===== config.mk =====
export PLATFORM = sky130hd
export DESIGN_NAME = i2s_rx
export DESIGN_NICKNAME = d
export VERILOG_FILES = /design/src/common/audio_pkg.sv /design/src/hw/i2s_rx.sv
export SDC_FILE = /design/constraint.sdc
export NUM_CORES = 1
export LEC_CHECK = 0
export BUFFER_PORTS_ARGS = -buffer_cell sky130_fd_sc_hd__buf_2
export CORE_ASPECT_RATIO = 1.5
export CORE_UTILIZATION = 51
export CTS_BUF_LIST = sky130_fd_sc_hd__clkbuf_8
export CTS_CLUSTER_DIAMETER = 100
export DETAILED_ROUTE_END_ITERATION = 10
export PLACE_DENSITY = 0.74
export SLEW_MARGIN = 20
export SYNTH_ARGS = -nofsm -noshare
export SYNTH_HDL_FRONTEND = slang
export SYNTH_SLANG_ARGS = --single-unit

===== constraint.sdc =====
create_clock -name clk -period 3.6 [get_ports clk]
set_clock_uncertainty 0.2 [all_clocks]
set_input_delay 0.72 -clock clk [delete_from_list [all_inputs] [get_ports clk]]
set_output_delay 0.72 -clock clk [all_outputs]
set_load 0.05 [all_outputs]

===== src/common/audio_pkg.sv =====
package audio_pkg;

    // sample and coefficient formats
    localparam int pcm_w  = 24;   // pcm sample width
    localparam int coef_w = 16;   // coef q1.15, gain q4.12
    localparam int acc_w  = 48;   // fir accumulator

    // filter bank shape
    localparam int num_bands   = 2;
    localparam int num_taps    = 4;
    localparam int num_coefs   = num_bands * num_taps;
    localparam int band_w      = $clog2(num_bands);
    localparam int tap_w       = $clog2(num_taps);
    localparam int coef_addr_w = 3;   // {band, tap}
    localparam int eq_sel_w    = 8;   // band select field of the eq register

    // i2s framing
    localparam int slot_bits = 24;                   // bits per channel slot
    localparam int bclk_div  = 4;                    // clk per half bclk
    localparam int div_cnt_w = $clog2(bclk_div);
    localparam int bit_cnt_w = $clog2(slot_bits + 1); // wide enough for pcm_w too

    // fixed point
    localparam int fir_shift = 15;   // drop q1.15 fraction
    localparam int eq_shift  = 12;   // drop q4.12 fraction

    localparam logic signed [acc_w-1:0] pcm_max = acc_w'((1 << (pcm_w - 1)) - 1);
    localparam logic signed [acc_w-1:0] pcm_min = -pcm_max - 1;

    // clamp a wide signed value into pcm range
    function automatic logic [pcm_w-1:0] sat_pcm(input logic signed [acc_w-1:0] x);
        if (x > pcm_max)
            return pcm_max[pcm_w-1:0];
        if (x < pcm_min)
            return pcm_min[pcm_w-1:0];
        return x[pcm_w-1:0];
    endfunction

endpackage


===== src/hw/i2s_rx.sv =====
`timescale 1ns/1ps

module i2s_rx import audio_pkg::*; (
    input  logic             clk,
    input  logic             rst,
    input  logic             bclk,
    input  logic             lrclk,
    input  logic             sdata,
    output logic [pcm_w-1:0] l_pcm,
    output logic [pcm_w-1:0] r_pcm,
    output logic             pcm_stb
);

    logic [2:0]           bclk_s;    // 2 sync stages + edge history
    logic [1:0]           lr_s;
    logic [1:0]           d_s;
    logic                 bclk_rise;
    logic                 lr_d;      // lrclk one bclk ago, owns the current bit
    logic                 lr_dd;     // lrclk two bclks ago
    logic [bit_cnt_w-1:0] bit_cnt;   // bits taken for this word
    logic [pcm_w-1:0]     sh;
    logic [pcm_w-1:0]     word;      // word incl. the bit being taken

    assign bclk_rise = bclk_s[1] & ~bclk_s[2];
    assign word      = {sh[pcm_w-2:0], d_s[1]};

    always_ff @(posedge clk) begin
        if (rst) begin
            bclk_s  <= '0;
            lr_s    <= '0;
            d_s     <= '0;
            lr_d    <= 1'b0;
            lr_dd   <= 1'b0;
            bit_cnt <= bit_cnt_w'(pcm_w);   // parked until the first lrclk change
            pcm_stb <= 1'b0;
        end else begin
            bclk_s  <= {bclk_s[1:0], bclk};
            lr_s    <= {lr_s[0], lrclk};
            d_s     <= {d_s[0], sdata};
            pcm_stb <= 1'b0;

            if (bclk_rise) begin
                lr_d  <= lr_s[1];
                lr_dd <= lr_d;
                if (lr_d != lr_dd) begin
                    // msb, one bclk after the lrclk change
                    sh      <= {{(pcm_w - 1){1'b0}}, d_s[1]};
                    bit_cnt <= bit_cnt_w'(1);
                end else if (bit_cnt < bit_cnt_w'(pcm_w)) begin
                    sh      <= word;
                    bit_cnt <= bit_cnt + 1'b1;
                    if (bit_cnt == bit_cnt_w'(pcm_w - 1)) begin   // lsb taken
                        if (lr_d) begin
                            r_pcm   <= word;
                            pcm_stb <= 1'b1;   // right closes the frame
                        end else begin
                            l_pcm <= word;
                        end
                    end
                end
            end
        end
    end

endmodule


Word level (Yosys, flattened, before mapping)
Cells that the tools add are included.
Widths: inputs -> output; s select.
- output and inout port bits: 49
- flip-flop bits (word level): 86
- input port bits: 5
- word-level logic and storage cells: 34
- bitwise operators: 8
- equality and inequality tests: 2
- magnitude comparators: 1
- add/subtract/negate cells: 1
- reduce and logical (&&, ||, !) cells: 6
- multiplexer cells: 5
- operators by type and width (cell ; number):
    $mux 23 ; 1
    $reduce_and 6->1 ; 2
    $mux 5 ; 2
    $not 1->1 ; 7
    $add 5x1->5 const B ; 1
    $eq 5x5->1 const B ; 1
    $lt 5x5->1 const B ; 1
    $reduce_or 5->1 ; 1
    $reduce_and 3->1 ; 1
    $mux 1 ; 2
    $reduce_and 2->1 ; 1
    $reduce_bool 2->1 ; 1
    $and 1x1->1 ; 1
    $ne 1x1->1 ; 1

Depth between registers and ports, before layout
Gate-level depths: netlist of run 1.
- depth after elaboration: 4
- gate-level depth with buffers: 6
- mapped depth without buffers: 5

Worst setup path after synthesis of run 1
OpenSTA, ideal clock, no wires.
- path kind: register -> register
- start point: register lr_d
- end point: register r_pcm[0] (enable)
- clock period less this slack: 3281 ps
- path buffers: 1
- data arrival time: 2646 ps
- cell stages (with the launch flop): 5
- path slack: 319 ps
- required time: 2965 ps
- cell sequence: dfxtp_1 > inv_1 > ha_1 > clkbuf_1 > nor3_1
- longest elaborated chain between the ends: 3
- ends and longest elaborated chain (item ; line ; RTL):
    from (decl) ; i2s_rx.sv:18 ; logic lr_d;
    from (signal assigned) ; i2s_rx.sv:43 ; lr_d <= lr_s[1];
    $ne 1x1->1 ; i2s_rx.sv:45 ; if (lr_d != lr_dd) begin
    $not 1->1 (no line) ; - ;
    $reduce_and 6->1 (no line) * ; - ;
    to (signal assigned) ; i2s_rx.sv:54 ; r_pcm <= word;
    to (decl) ; i2s_rx.sv:10 ; output logic [pcm_w-1:0] r_pcm,
Every way passes the cells marked *; elsewhere a longest branch is shown, timed or not.
A chain may end at the register's enable or synchronous reset.

Final worst setup path of run 1
- start point: register lr_d
- end point: register r_pcm[4] (enable)
Same word-level chain as after synthesis.

==> results of run 1 <==
-- logic make-up (layout without fill, tap and decap cells) --
logic type,count (synthesis),count (layout)
AND/OR/NAND/NOR,52,52
flip-flops,86,86
buffers and inverters,10,78
adder cells (fa/ha/maj),2,2
AO/OA/AOI/OAI,12,12
-- worst min path at each step --
stage / cells after the start / endpoint
after global routing: 2 / lr_d$_SDFFE_PP0P_
after detailed placement: 1 / lr_s[1]$_SDFF_PP0_
final: 2 / lr_d$_SDFFE_PP0P_
after global placement: 1 / bclk_s[1]$_SDFF_PP0_
after floorplan: 1 / bclk_s[1]$_SDFF_PP0_
after CTS: 2 / lr_d$_SDFFE_PP0P_
-- cell usage after synthesis --
cell type	n	share of area, %
a211oi_1	1	0.26
clkbuf_1	1	0.13
dfxtp_1	15	10
o41ai_2	1	0.56
a21oi_1	4	0.69
nand3_1	2	0.34
a221oi_2	1	0.52
ha_1	2	0.86
o31ai_1	1	0.26
nor2b_1	31	6.7
buf_4	1	0.26
edfxtp_1	71	73
buf_2	2	0.34
o21a_1	1	0.26
o21ai_0	1	0.17
nor3_1	3	0.52
and2b_2	1	0.30
nand2b_1	1	0.22
nand4_1	2	0.43
and3b_1	1	0.30
and4b_2	1	0.39
a31oi_1	1	0.22
inv_1	5	0.65
buf_6	1	0.39
nand2_1	5	0.65
nor2_1	5	0.65
a41oi_1	1	0.30
-- final cells by class --
class                   instances  share of cell area, %
multi-input cells              66                  12.39
flip-flops and latches         86                  69.21
well taps                      70                  2.492
repair buffers                 57                  8.402
clock inverters                 7                  3.453
inverters                       5                 0.5340
clock buffers                   9                  3.524
-- metrics by stage --
step	setup WS, ns	hold slack, ns	power (W)	utilization, %
after floorplan	0.3190	0.2138	0.001099	-
after global placement	1.402	0.2235	0.001103	59.54
after detailed placement	1.329	0.2293	0.001104	59.54
after CTS	1.322	0.2446	0.001889	64.00
after global routing	1.191	0.2641	0.001928	64.00
final	1.341	0.2404	0.001874	64.00
-- worst max-delay path, stage by stage (launching register included) --
cell and delay (ns):
dfxtp_1 0.36, inv_1 0.09, ha_1 0.49, buf_4 0.28, nor3_2 0.16, buf_4 0.34
-- flip-flops by register name, indices dropped and copies added (netlist names), 2 cells and up --
| register | cells |
|---|---|
| sh | 23 |
| lr_s | 2 |
| bclk_s | 3 |
| bit_cnt | 5 |
| d_s | 2 |
| r_pcm | 24 |
| l_pcm | 24 |
-- routing by layer --
metal	share of wire, %	GRT usage, %	wire [µm]	up-vias
li1	-	-	-	715
met1	41	17.50	1713	707
met2	52	25.71	2200	53
met3	4.6	3.986	196	8
met4	2.5	10.80	105	0
met5	0	0	0	-
-- power by group --
group | total, W | internal, W | switching (W) | leakage, nW
Sequential | 0.00107 | 0.00106 | 0.00000160 | 0.761
Combinational | 0.0000145 | 0.00000566 | 0.00000884 | 0.392
Clock | 0.000793 | 0.000465 | 0.000328 | 0.123
Total | 0.00187 | 0.00154 | 0.000338 | 1.28
==> flow_metrics.env, run 1 <==
export IMPL_place_hpwl_mm=2.827
export IMPL_crit_required_ns=3.42
export IMPL_htree_levels=3
export IMPL_dp_cells=284
export IMPL_hold_buffers=0
export IMPL_stdcell_area_um2=3515
export IMPL_ir_worst_vdd_mv=0.3200
export IMPL_drtIter0Drc=34
export IMPL_synth_seq_area_share_pct=83.68
export IMPL_max_freq_mhz=442.8
export IMPL_cts_root_buf="clkbuf_8"
export IMPL_ios=54
export IMPL_r2r_end="r_pcm[4]$_DFFE_PP_"
export IMPL_post_synth_cell_area_avg_um2=17.94
export IMPL_reg2regPathDepth=5
export IMPL_cts_sinks=86
export IMPL_numCtsBuffers=9
export IMPL_synthSimpleGateAreaFrac_pct=10.46
export IMPL_io_buffers=53
export IMPL_drive_gt1_share_pct=34.35
export IMPL_start_kind="flip-flop"
export IMPL_hold_path_class="reg -> reg"
export IMPL_grt_max_degree=25
export IMPL_clk_path_buf_depth=2
export IMPL_tightest_slew_ns=0.4613
export IMPL_mostFrequentLayoutCells="71 x edfxtp_1, 53 x buf_2, 31 x nor2b_1"
export IMPL_fp_dieW_um=63.64
export IMPL_relSlewSlack_pct=69.25
export IMPL_synthMuxAreaShare_pct=0
export IMPL_synthAdderAreaFrac_pct=0.8610
export IMPL_cts_tree="built"
export IMPL_finalHoldViolCount=0
export IMPL_synth_distinct_cells=27
export IMPL_cp_arrival_ns=2.08
export IMPL_synth_area_um2=2907
export IMPL_synth_top_family_by_area="simple AND/OR/NAND/NOR gates"
export IMPL_antenna_found_initial=0
export IMPL_synth_xor_area_share_pct=0
export IMPL_grt_pass1_wl_mm=6.561
export IMPL_cp_startpoint="lr_d$_SDFFE_PP0P_"
export IMPL_nets=232
export IMPL_rows=33
export IMPL_start_util_pct=52.93
export IMPL_maxSlewViolCount=0
export IMPL_grt_pass1_vias=1386
export IMPL_rsz0062_at_grt="no"
export IMPL_power_density_nw_per_um2=533.2
export IMPL_period_minus_slack_ns=2.259
export IMPL_grt_overflow_total=0
export IMPL_routedWlPerCell_um=14.05
export IMPL_finalSetupViolations=0
export IMPL_finalSetupTns_ns=0
export IMPL_syn_inst=162
export IMPL_dieArea_um2=6011
export IMPL_clk_pin_slew_worst_paths_ns=0.08
export IMPL_grt_usage_pct=15.54
export IMPL_placed_cell_area_um2=3269
export IMPL_p_leak_nw=1.276
export IMPL_timing_worst_setup_path_type="reg -> reg"
export IMPL_r2r_slack_ns=1.34
export IMPL_multi_input_area_um2=435.4
export IMPL_r2r_start="lr_d$_SDFFE_PP0P_"
export IMPL_cts_resized=0
export IMPL_fp_dieH_um=94.46
export IMPL_route_vias_total=1483
export IMPL_drt_antenna_violating_nets=0
export IMPL_cp_max_fo=24
export IMPL_core_area_um2=5492
export IMPL_diodes=0
export IMPL_max_cap_viol_count=0
export IMPL_drc_errors=0
export IMPL_area_growth_pct=20.92
export IMPL_endpoint_kind="flip-flop"
export IMPL_insertion_delay_ns=0.35
export IMPL_yosysWarnings=0
export IMPL_cts_setup_buffers=0
export IMPL_fill_cells=389
export IMPL_layout_cells_most_common="edfxtp_1"
export IMPL_firstDrtPassIters=4
export IMPL_fin_crit_sh_pct=62.74
export IMPL_final_cells=300
export IMPL_hp_start="lr_s[1]$_SDFF_PP0_"
export IMPL_vias_per_cell=4.943
export IMPL_syn_num_nets=169
export IMPL_regArea_um2=2432
export IMPL_routed_wl_mm=4.216
export IMPL_outcome="finished, final reports clean"
export IMPL_setup_worst_path_end="r_pcm[4]$_DFFE_PP_"
export IMPL_ys_seq_elements=86
export IMPL_synth_compound_area_share_pct=3.229
export IMPL_gp_congestion=0.7549
Note: power is estimated with default switching activity, not from simulation.
==> inputs of run 2 (changes only) <==
ABC_AREA = 1   (was default)
PLACE_DENSITY = 0.77   (was 0.74)
clock period = 2 ns   (was 3.6 ns; I/O delays follow)
==> run 2 against run 1 <==
Against the previous run: clock-buffer cell count unchanged; sequential share of layout area decreased by 0.59 points; global-route usage increased by 0.26 points; critical path depth unchanged; synthesized area is 1.3% higher; via count is 9.8% higher; setup slack got worse by 1.1 ns; register-to-register slack worse by 1.1 ns; sequential power increased by 80%; utilization increased by 0.13 points; hold slack lost 0.18 ns.
==> flow_metrics.env, run 2 <==
export IMPL_ios=54
export IMPL_cts_root_buf="clkbuf_8"
export IMPL_setup_worst_path_end="sh[7]$_SDFFCE_PN0P_"
export IMPL_cp_arrival_ns=1.66
export IMPL_cts_setup_buffers=0
export IMPL_numCtsBuffers=9
export IMPL_post_synth_cell_area_avg_um2=14.51
export IMPL_fp_dieH_um=95.08
export IMPL_rsz0062_at_grt="no"
export IMPL_place_hpwl_mm=2.948
export IMPL_htree_levels=3
export IMPL_io_buffers=53
export IMPL_synth_area_um2=2945
export IMPL_gp_congestion=0.7676
export IMPL_start_kind="flip-flop"
export IMPL_firstDrtPassIters=4
export IMPL_cts_resized=0
export IMPL_drtIter0Drc=38
export IMPL_finalSetupTns_ns=0
export IMPL_reg_top3="l_pcm (24), r_pcm (24), sh (23)"
export IMPL_nets=276
export IMPL_clk_pin_slew_worst_paths_ns=0.08
export IMPL_synth_distinct_cells=17
export IMPL_mostFrequentLayoutCells="71 x edfxtp_1, 53 x buf_2, 40 x inv_1"
export IMPL_ir_worst_vdd_mv=0.5504
export IMPL_crit_buf_inv=2
export IMPL_grt_pass1_vias=1552
export IMPL_rows=33
export IMPL_slowest_stage="ha_1"
export IMPL_area_growth_pct=20.48
export IMPL_tightest_slew_ns=0.3181
export IMPL_r2r_start="lr_d$_SDFFE_PP0P_"
export IMPL_final_cells=344
export IMPL_yosysTopAreaCell="edfxtp_1"
export IMPL_power_density_nw_per_um2=839.2
export IMPL_vias_per_cell=4.733
export IMPL_ys_seq_elements=86
export IMPL_start_util_pct=53.23
export IMPL_cts_tree="built"
export IMPL_yosysMostFrequentCell="edfxtp_1"
export IMPL_antenna_found_initial=0
export IMPL_fp_dieW_um=64.05
export IMPL_routed_wl_mm=4.258
export IMPL_drc_errors=0
export IMPL_drt_antenna_violating_nets=0
export IMPL_slowest_delay_ns=0.47
export IMPL_fin_crit_sh_pct=90.22
export IMPL_yosysWarnings=0
export IMPL_drive_gt1_share_pct=30.29
export IMPL_synth_ff_type="edfxtp_1"
export IMPL_cp_startpoint="lr_d$_SDFFE_PP0P_"
export IMPL_max_freq_mhz=554.2
export IMPL_r2r_slack_ns=0.20
export IMPL_period_minus_slack_ns=1.804
export IMPL_max_cap_viol_count=0
export IMPL_routedWlPerCell_um=12.38
export IMPL_syn_inst=203
export IMPL_relSlewSlack_pct=78.79
export IMPL_synthArstFlopShare_pct=0
export IMPL_path_cells="inv_1 > ha_1 > o21ai_4 > nor2_4 > buf_12"
export IMPL_ys_top_cells_by_area="edfxtp_1 72%, dfxtp_1 10%, inv_1 5.1%, nor2_1 4.5%, nand2_1 1.5%"
export IMPL_synth_seq_area_share_pct=82.58
export IMPL_synth_edf_count=71
export IMPL_timing_worst_setup_path_type="reg -> reg"
export IMPL_synth_common_cells="71 x edfxtp_1, 40 x inv_1, 35 x nor2_1, 15 x dfxtp_1, 12 x nand2_1"
export IMPL_cp_top_family="adder cells"
export IMPL_reg2regPathDepth=5
export IMPL_p_leak_nw=1.422
export IMPL_dp_cells=328
export IMPL_crit_required_ns=1.85
export IMPL_dieArea_um2=6090
export IMPL_finalHoldViolCount=0
export IMPL_grt_overflow_total=0
export IMPL_cts_sinks=86
export IMPL_power_w=0.002978
export IMPL_layout_cells_most_common="edfxtp_1"
export IMPL_diodes=0
export IMPL_hold_path_class="in -> reg"
export IMPL_clk_path_buf_depth=2
export IMPL_synth_top_area_share_pct=72.39
export IMPL_outcome="finished, final reports clean"
export IMPL_r2r_end="sh[7]$_SDFFCE_PN0P_"
export IMPL_core_area_um2=5533
export IMPL_worstSetupPathDepth=5
export IMPL_maxSlewViolCount=0
export IMPL_route_vias_total=1628
export IMPL_endpoint_kind="flip-flop"
export IMPL_grt_pass1_wl_mm=6.886
export IMPL_finalSetupViolations=0
export IMPL_grt_max_degree=25
export IMPL_cp_max_fo=23
export IMPL_grt_usage_pct=15.80
export IMPL_hold_buffers=0
export IMPL_final_util_pct=64.13
export IMPL_syn_num_nets=210
export IMPL_insertion_delay_ns=0.34
run 2: cell types whose count changed after synthesis, sizes merged, moves of 4 or more:
| cell | change |
|---|---|
| nand3 | +4 |
| o21ai | +4 |
| nand2 | +9 |
| inv | +35 |
| nor2b | -31 |
| nor2 | +31 |
run 2: cells by family after synthesis:
| kind of cell | share of synthesized area (%) |
|---|---|
| AO/OA/AOI/OAI | 1.742 |
| adder cells (fa/ha/maj) | 0.8495 |
| buffers and inverters | 5.820 |
| flip-flops | 82.58 |
| AND/OR/NAND/NOR | 9.006 |
run 2: worst register-to-register path, delay by kind of cell (launching register included):
| family | cells | cell delay [ns] |
|---|---|---|
| adder cells (fa/ha/maj) | 1 | 0.47 |
| flip-flops | 1 | 0.34 |
| buffers and inverters | 2 | 0.23 |
| AO/OA/AOI/OAI | 1 | 0.15 |
| AND/OR/NAND/NOR | 1 | 0.12 |
run 2: cell type report:
cell class | count | area, µm²
Clock inverter | 7 | 41.29
Inverter | 40 | 150.1
Multi-Input combinational cell | 73 | 362.8
Sequential cell | 86 | 2435
Tap cell | 70 | 87.58
Timing Repair Buffer | 59 | 347.8
Fill cell | 418 | 1984
Clock buffer | 9 | 123.9
run 2: worst min path at each step:
stage                         start                   end  depth (start not counted)
3_3_place_gp   bclk_s[0]$_SDFF_PP0_  bclk_s[1]$_SDFF_PP0_                          2
5_1_grt                       lrclk    lr_s[0]$_SDFF_PP0_                          3
2_1_floorplan  bclk_s[0]$_SDFF_PP0_  bclk_s[1]$_SDFF_PP0_                          2
3_5_place_dp      d_s[0]$_SDFF_PP0_     d_s[1]$_SDFF_PP0_                          2
6_report                      sdata     d_s[0]$_SDFF_PP0_                          3
4_1_cts                       sdata     d_s[0]$_SDFF_PP0_                          3
run 2: metrics by stage:
step                worst slack, ns  hold slack [ns]  instance area [µm²]
floorplan                  -0.03138           0.1883                 2975
global placement             0.2238           0.1896                 3383
detailed placement           0.2010           0.1938                 3383
CTS                          0.1929          0.04042                 3548
global route                 0.1273          0.04036                 3548
finish                       0.1956          0.05641                 3548
run 2: power by group:
part	switching [W]	total [W]	internal [W]
clock	0.000550	0.000989	0.000438
combinational	0.0000365	0.0000564	0.0000199
sequential	0.00000595	0.00193	0.00193
run 2: per-layer routing:
layer / vias up / GRT usage [%] / wire [µm]
met5: - / 0 / 0
met4: 0 / 10.42 / 97
met3: 13 / 4.904 / 247
met2: 62 / 27.04 / 2296
met1: 753 / 16.68 / 1616
li1: 800 / - / -
==> inputs of run 3 (changes only) <==
ABC_AREA = default   (was 1)
==> run 3 against run 2 <==
Against the previous run: design area grew 0.25%; fmax grew 2.4%; largest power group unchanged; non-clock buffer count is the same; critical path type unchanged; register-to-register slack gained 0.04 ns; highest routed layer unchanged.
==> flow_metrics.env, run 3 (synthesis gave the netlist of run 1 again) <==
export IMPL_outcome="finished, final reports clean"
export IMPL_hold_worst_slack_ns=0.05230
export IMPL_numCtsBuffers=9
export IMPL_hold_depth=2
export IMPL_diodes=0
export IMPL_routedWlPerCell_um=14.04
export IMPL_slowest_stage="dfxtp_2"
export IMPL_place_hpwl_mm=2.759
export IMPL_finalHoldViolCount=0
export IMPL_grt_pass1_wl_mm=6.479
export IMPL_crit_required_ns=1.86
export IMPL_mostFrequentLayoutCells="71 x edfxtp_1, 53 x buf_2, 31 x nor2b_1"
export IMPL_tightest_slew_ns=0.4245
export IMPL_drt_antenna_violating_nets=0
export IMPL_drc_errors=0
export IMPL_ios=54
export IMPL_worstSetupPathDepth=5
export IMPL_endpoint_kind="flip-flop"
export IMPL_holdPathEnd="d_s[0]$_SDFF_PP0_"
export IMPL_regArea_um2=2436
export IMPL_max_freq_mhz=567.4
export IMPL_p_leak_nw=1.263
export IMPL_rsz0062_at_grt="no"
export IMPL_cts_setup_buffers=0
export IMPL_nets=234
export IMPL_core_area_um2=5492
export IMPL_reg2regPathDepth=5
export IMPL_drtIter0Drc=52
export IMPL_start_kind="flip-flop"
export IMPL_maxSlewViolCount=0
export IMPL_rows=33
export IMPL_multi_input_area_um2=490.5
export IMPL_dieArea_um2=6011
export IMPL_reg_top3="l_pcm (24), r_pcm (24), sh (23)"
export IMPL_antenna_found_initial=0
export IMPL_start_util_pct=52.93
export IMPL_cp_top_family="simple AND/OR/NAND/NOR gates"
export IMPL_clk_path_buf_depth=2
export IMPL_path_cells="inv_4 > ha_4 > and3b_1 > nor3_4 > buf_12"
export IMPL_grt_usage_pct=15.20
export IMPL_firstDrtPassIters=4
export IMPL_grt_max_degree=25
export IMPL_finalSetupViolations=0
export IMPL_routed_wl_mm=4.241
export IMPL_r2r_slack_ns=0.24
export IMPL_vias_per_cell=4.864
export IMPL_timing_worst_setup_path_type="reg -> reg"
export IMPL_cts_root_buf="clkbuf_8"
export IMPL_clk_pin_slew_worst_paths_ns=0.08
export IMPL_power_density_nw_per_um2=845.0
export IMPL_area_growth_pct=22.38
export IMPL_r2r_end="sh[21]$_SDFFCE_PN0P_"
export IMPL_grt_pass1_vias=1326
export IMPL_fill_cells=380
export IMPL_fp_dieW_um=63.64
export IMPL_hp_start="sdata"
export IMPL_htree_levels=3
export IMPL_fp_dieH_um=94.46
export IMPL_max_cap_viol_count=0
export IMPL_final_util_pct=64.78
export IMPL_crit_buf_inv=2
export IMPL_ir_worst_vdd_mv=0.5577
export IMPL_drive_gt1_share_pct=37.93
export IMPL_grt_overflow_total=0
export IMPL_hold_buffers=0
export IMPL_cts_tree="built"
export IMPL_fin_crit_sh_pct=88.12
export IMPL_io_buffers=53
export IMPL_period_minus_slack_ns=1.762
export IMPL_layout_cells_most_common="edfxtp_1"
export IMPL_cp_max_fo=23
export IMPL_relSlewSlack_pct=71.70
export IMPL_cts_sinks=86
export IMPL_insertion_delay_ns=0.36
export IMPL_cts_resized=0
export IMPL_r2r_start="lr_d$_SDFFE_PP0P_"
export IMPL_cp_arrival_ns=1.62
export IMPL_route_vias_total=1469
export IMPL_hold_path_class="in -> reg"
export IMPL_gp_congestion=0.8607
export IMPL_slowest_delay_ns=0.37
[run 3: stage by stage]
stage / worst slack [ns] / area, µm² / TNS [ns] / total power [W] / instances
global route: 0.1678 / 3557 / 0 / 0.003114 / 302
global placement: 0.2657 / 3383 / 0 / 0.001990 / 286
detailed placement: 0.2467 / 3383 / 0 / 0.001991 / 286
CTS: 0.2320 / 3557 / 0 / 0.003025 / 302
floorplan: -0.06390 / 2990 / -2.575 / 0.001982 / 162
finish: 0.2376 / 3557 / 0 / 0.003006 / 302
[run 3: power by group]
part	total [W]	internal (W)	switching [W]
sequential	0.00192	0.00192	0.00000302
clock	0.00106	0.000452	0.000605
combinational	0.0000298	0.0000121	0.0000176
total	0.00301	0.00238	0.000625
[run 3: how the worst max path moves through the flow]
stage                      startpoint  slack (ns)              endpoint
floorplan           lr_d$_SDFFE_PP0P_       -0.06       sh[0]$_DFFE_PP_
global placement    lr_d$_SDFFE_PP0P_        0.27  sh[17]$_SDFFCE_PN0P_
detailed placement  lr_d$_SDFFE_PP0P_        0.25  sh[17]$_SDFFCE_PN0P_
CTS                 lr_d$_SDFFE_PP0P_        0.23  sh[21]$_SDFFCE_PN0P_
global route        lr_d$_SDFFE_PP0P_        0.17  sh[21]$_SDFFCE_PN0P_
finish              lr_d$_SDFFE_PP0P_        0.24  sh[21]$_SDFFCE_PN0P_
[run 3: cell type report]
type | count | area share (%)
clock buffer | 9 | 3.482
clock inverter | 7 | 1.407
inverter | 5 | 0.5980
multi-input combinational | 66 | 13.79
sequential | 86 | 68.48
tap | 70 | 2.462
timing repair buffer | 59 | 9.778
[run 3: worst register-to-register path: cells and delay by family (launching register included)]
family	cells	cell delay (ns)
adders and majority gates	1	0.26
DFF	1	0.37
buffers and inverters	2	0.26
and+or+nand+nor	2	0.39
[run 3: layer usage]
layer	track usage (%)	wire length [µm]	vias to the layer above
li1	-	-	719
met1	18.32	1856	696
met2	22.52	2083	46
met3	5.918	205	8
met5	0	0	-
met4	10.23	96	0
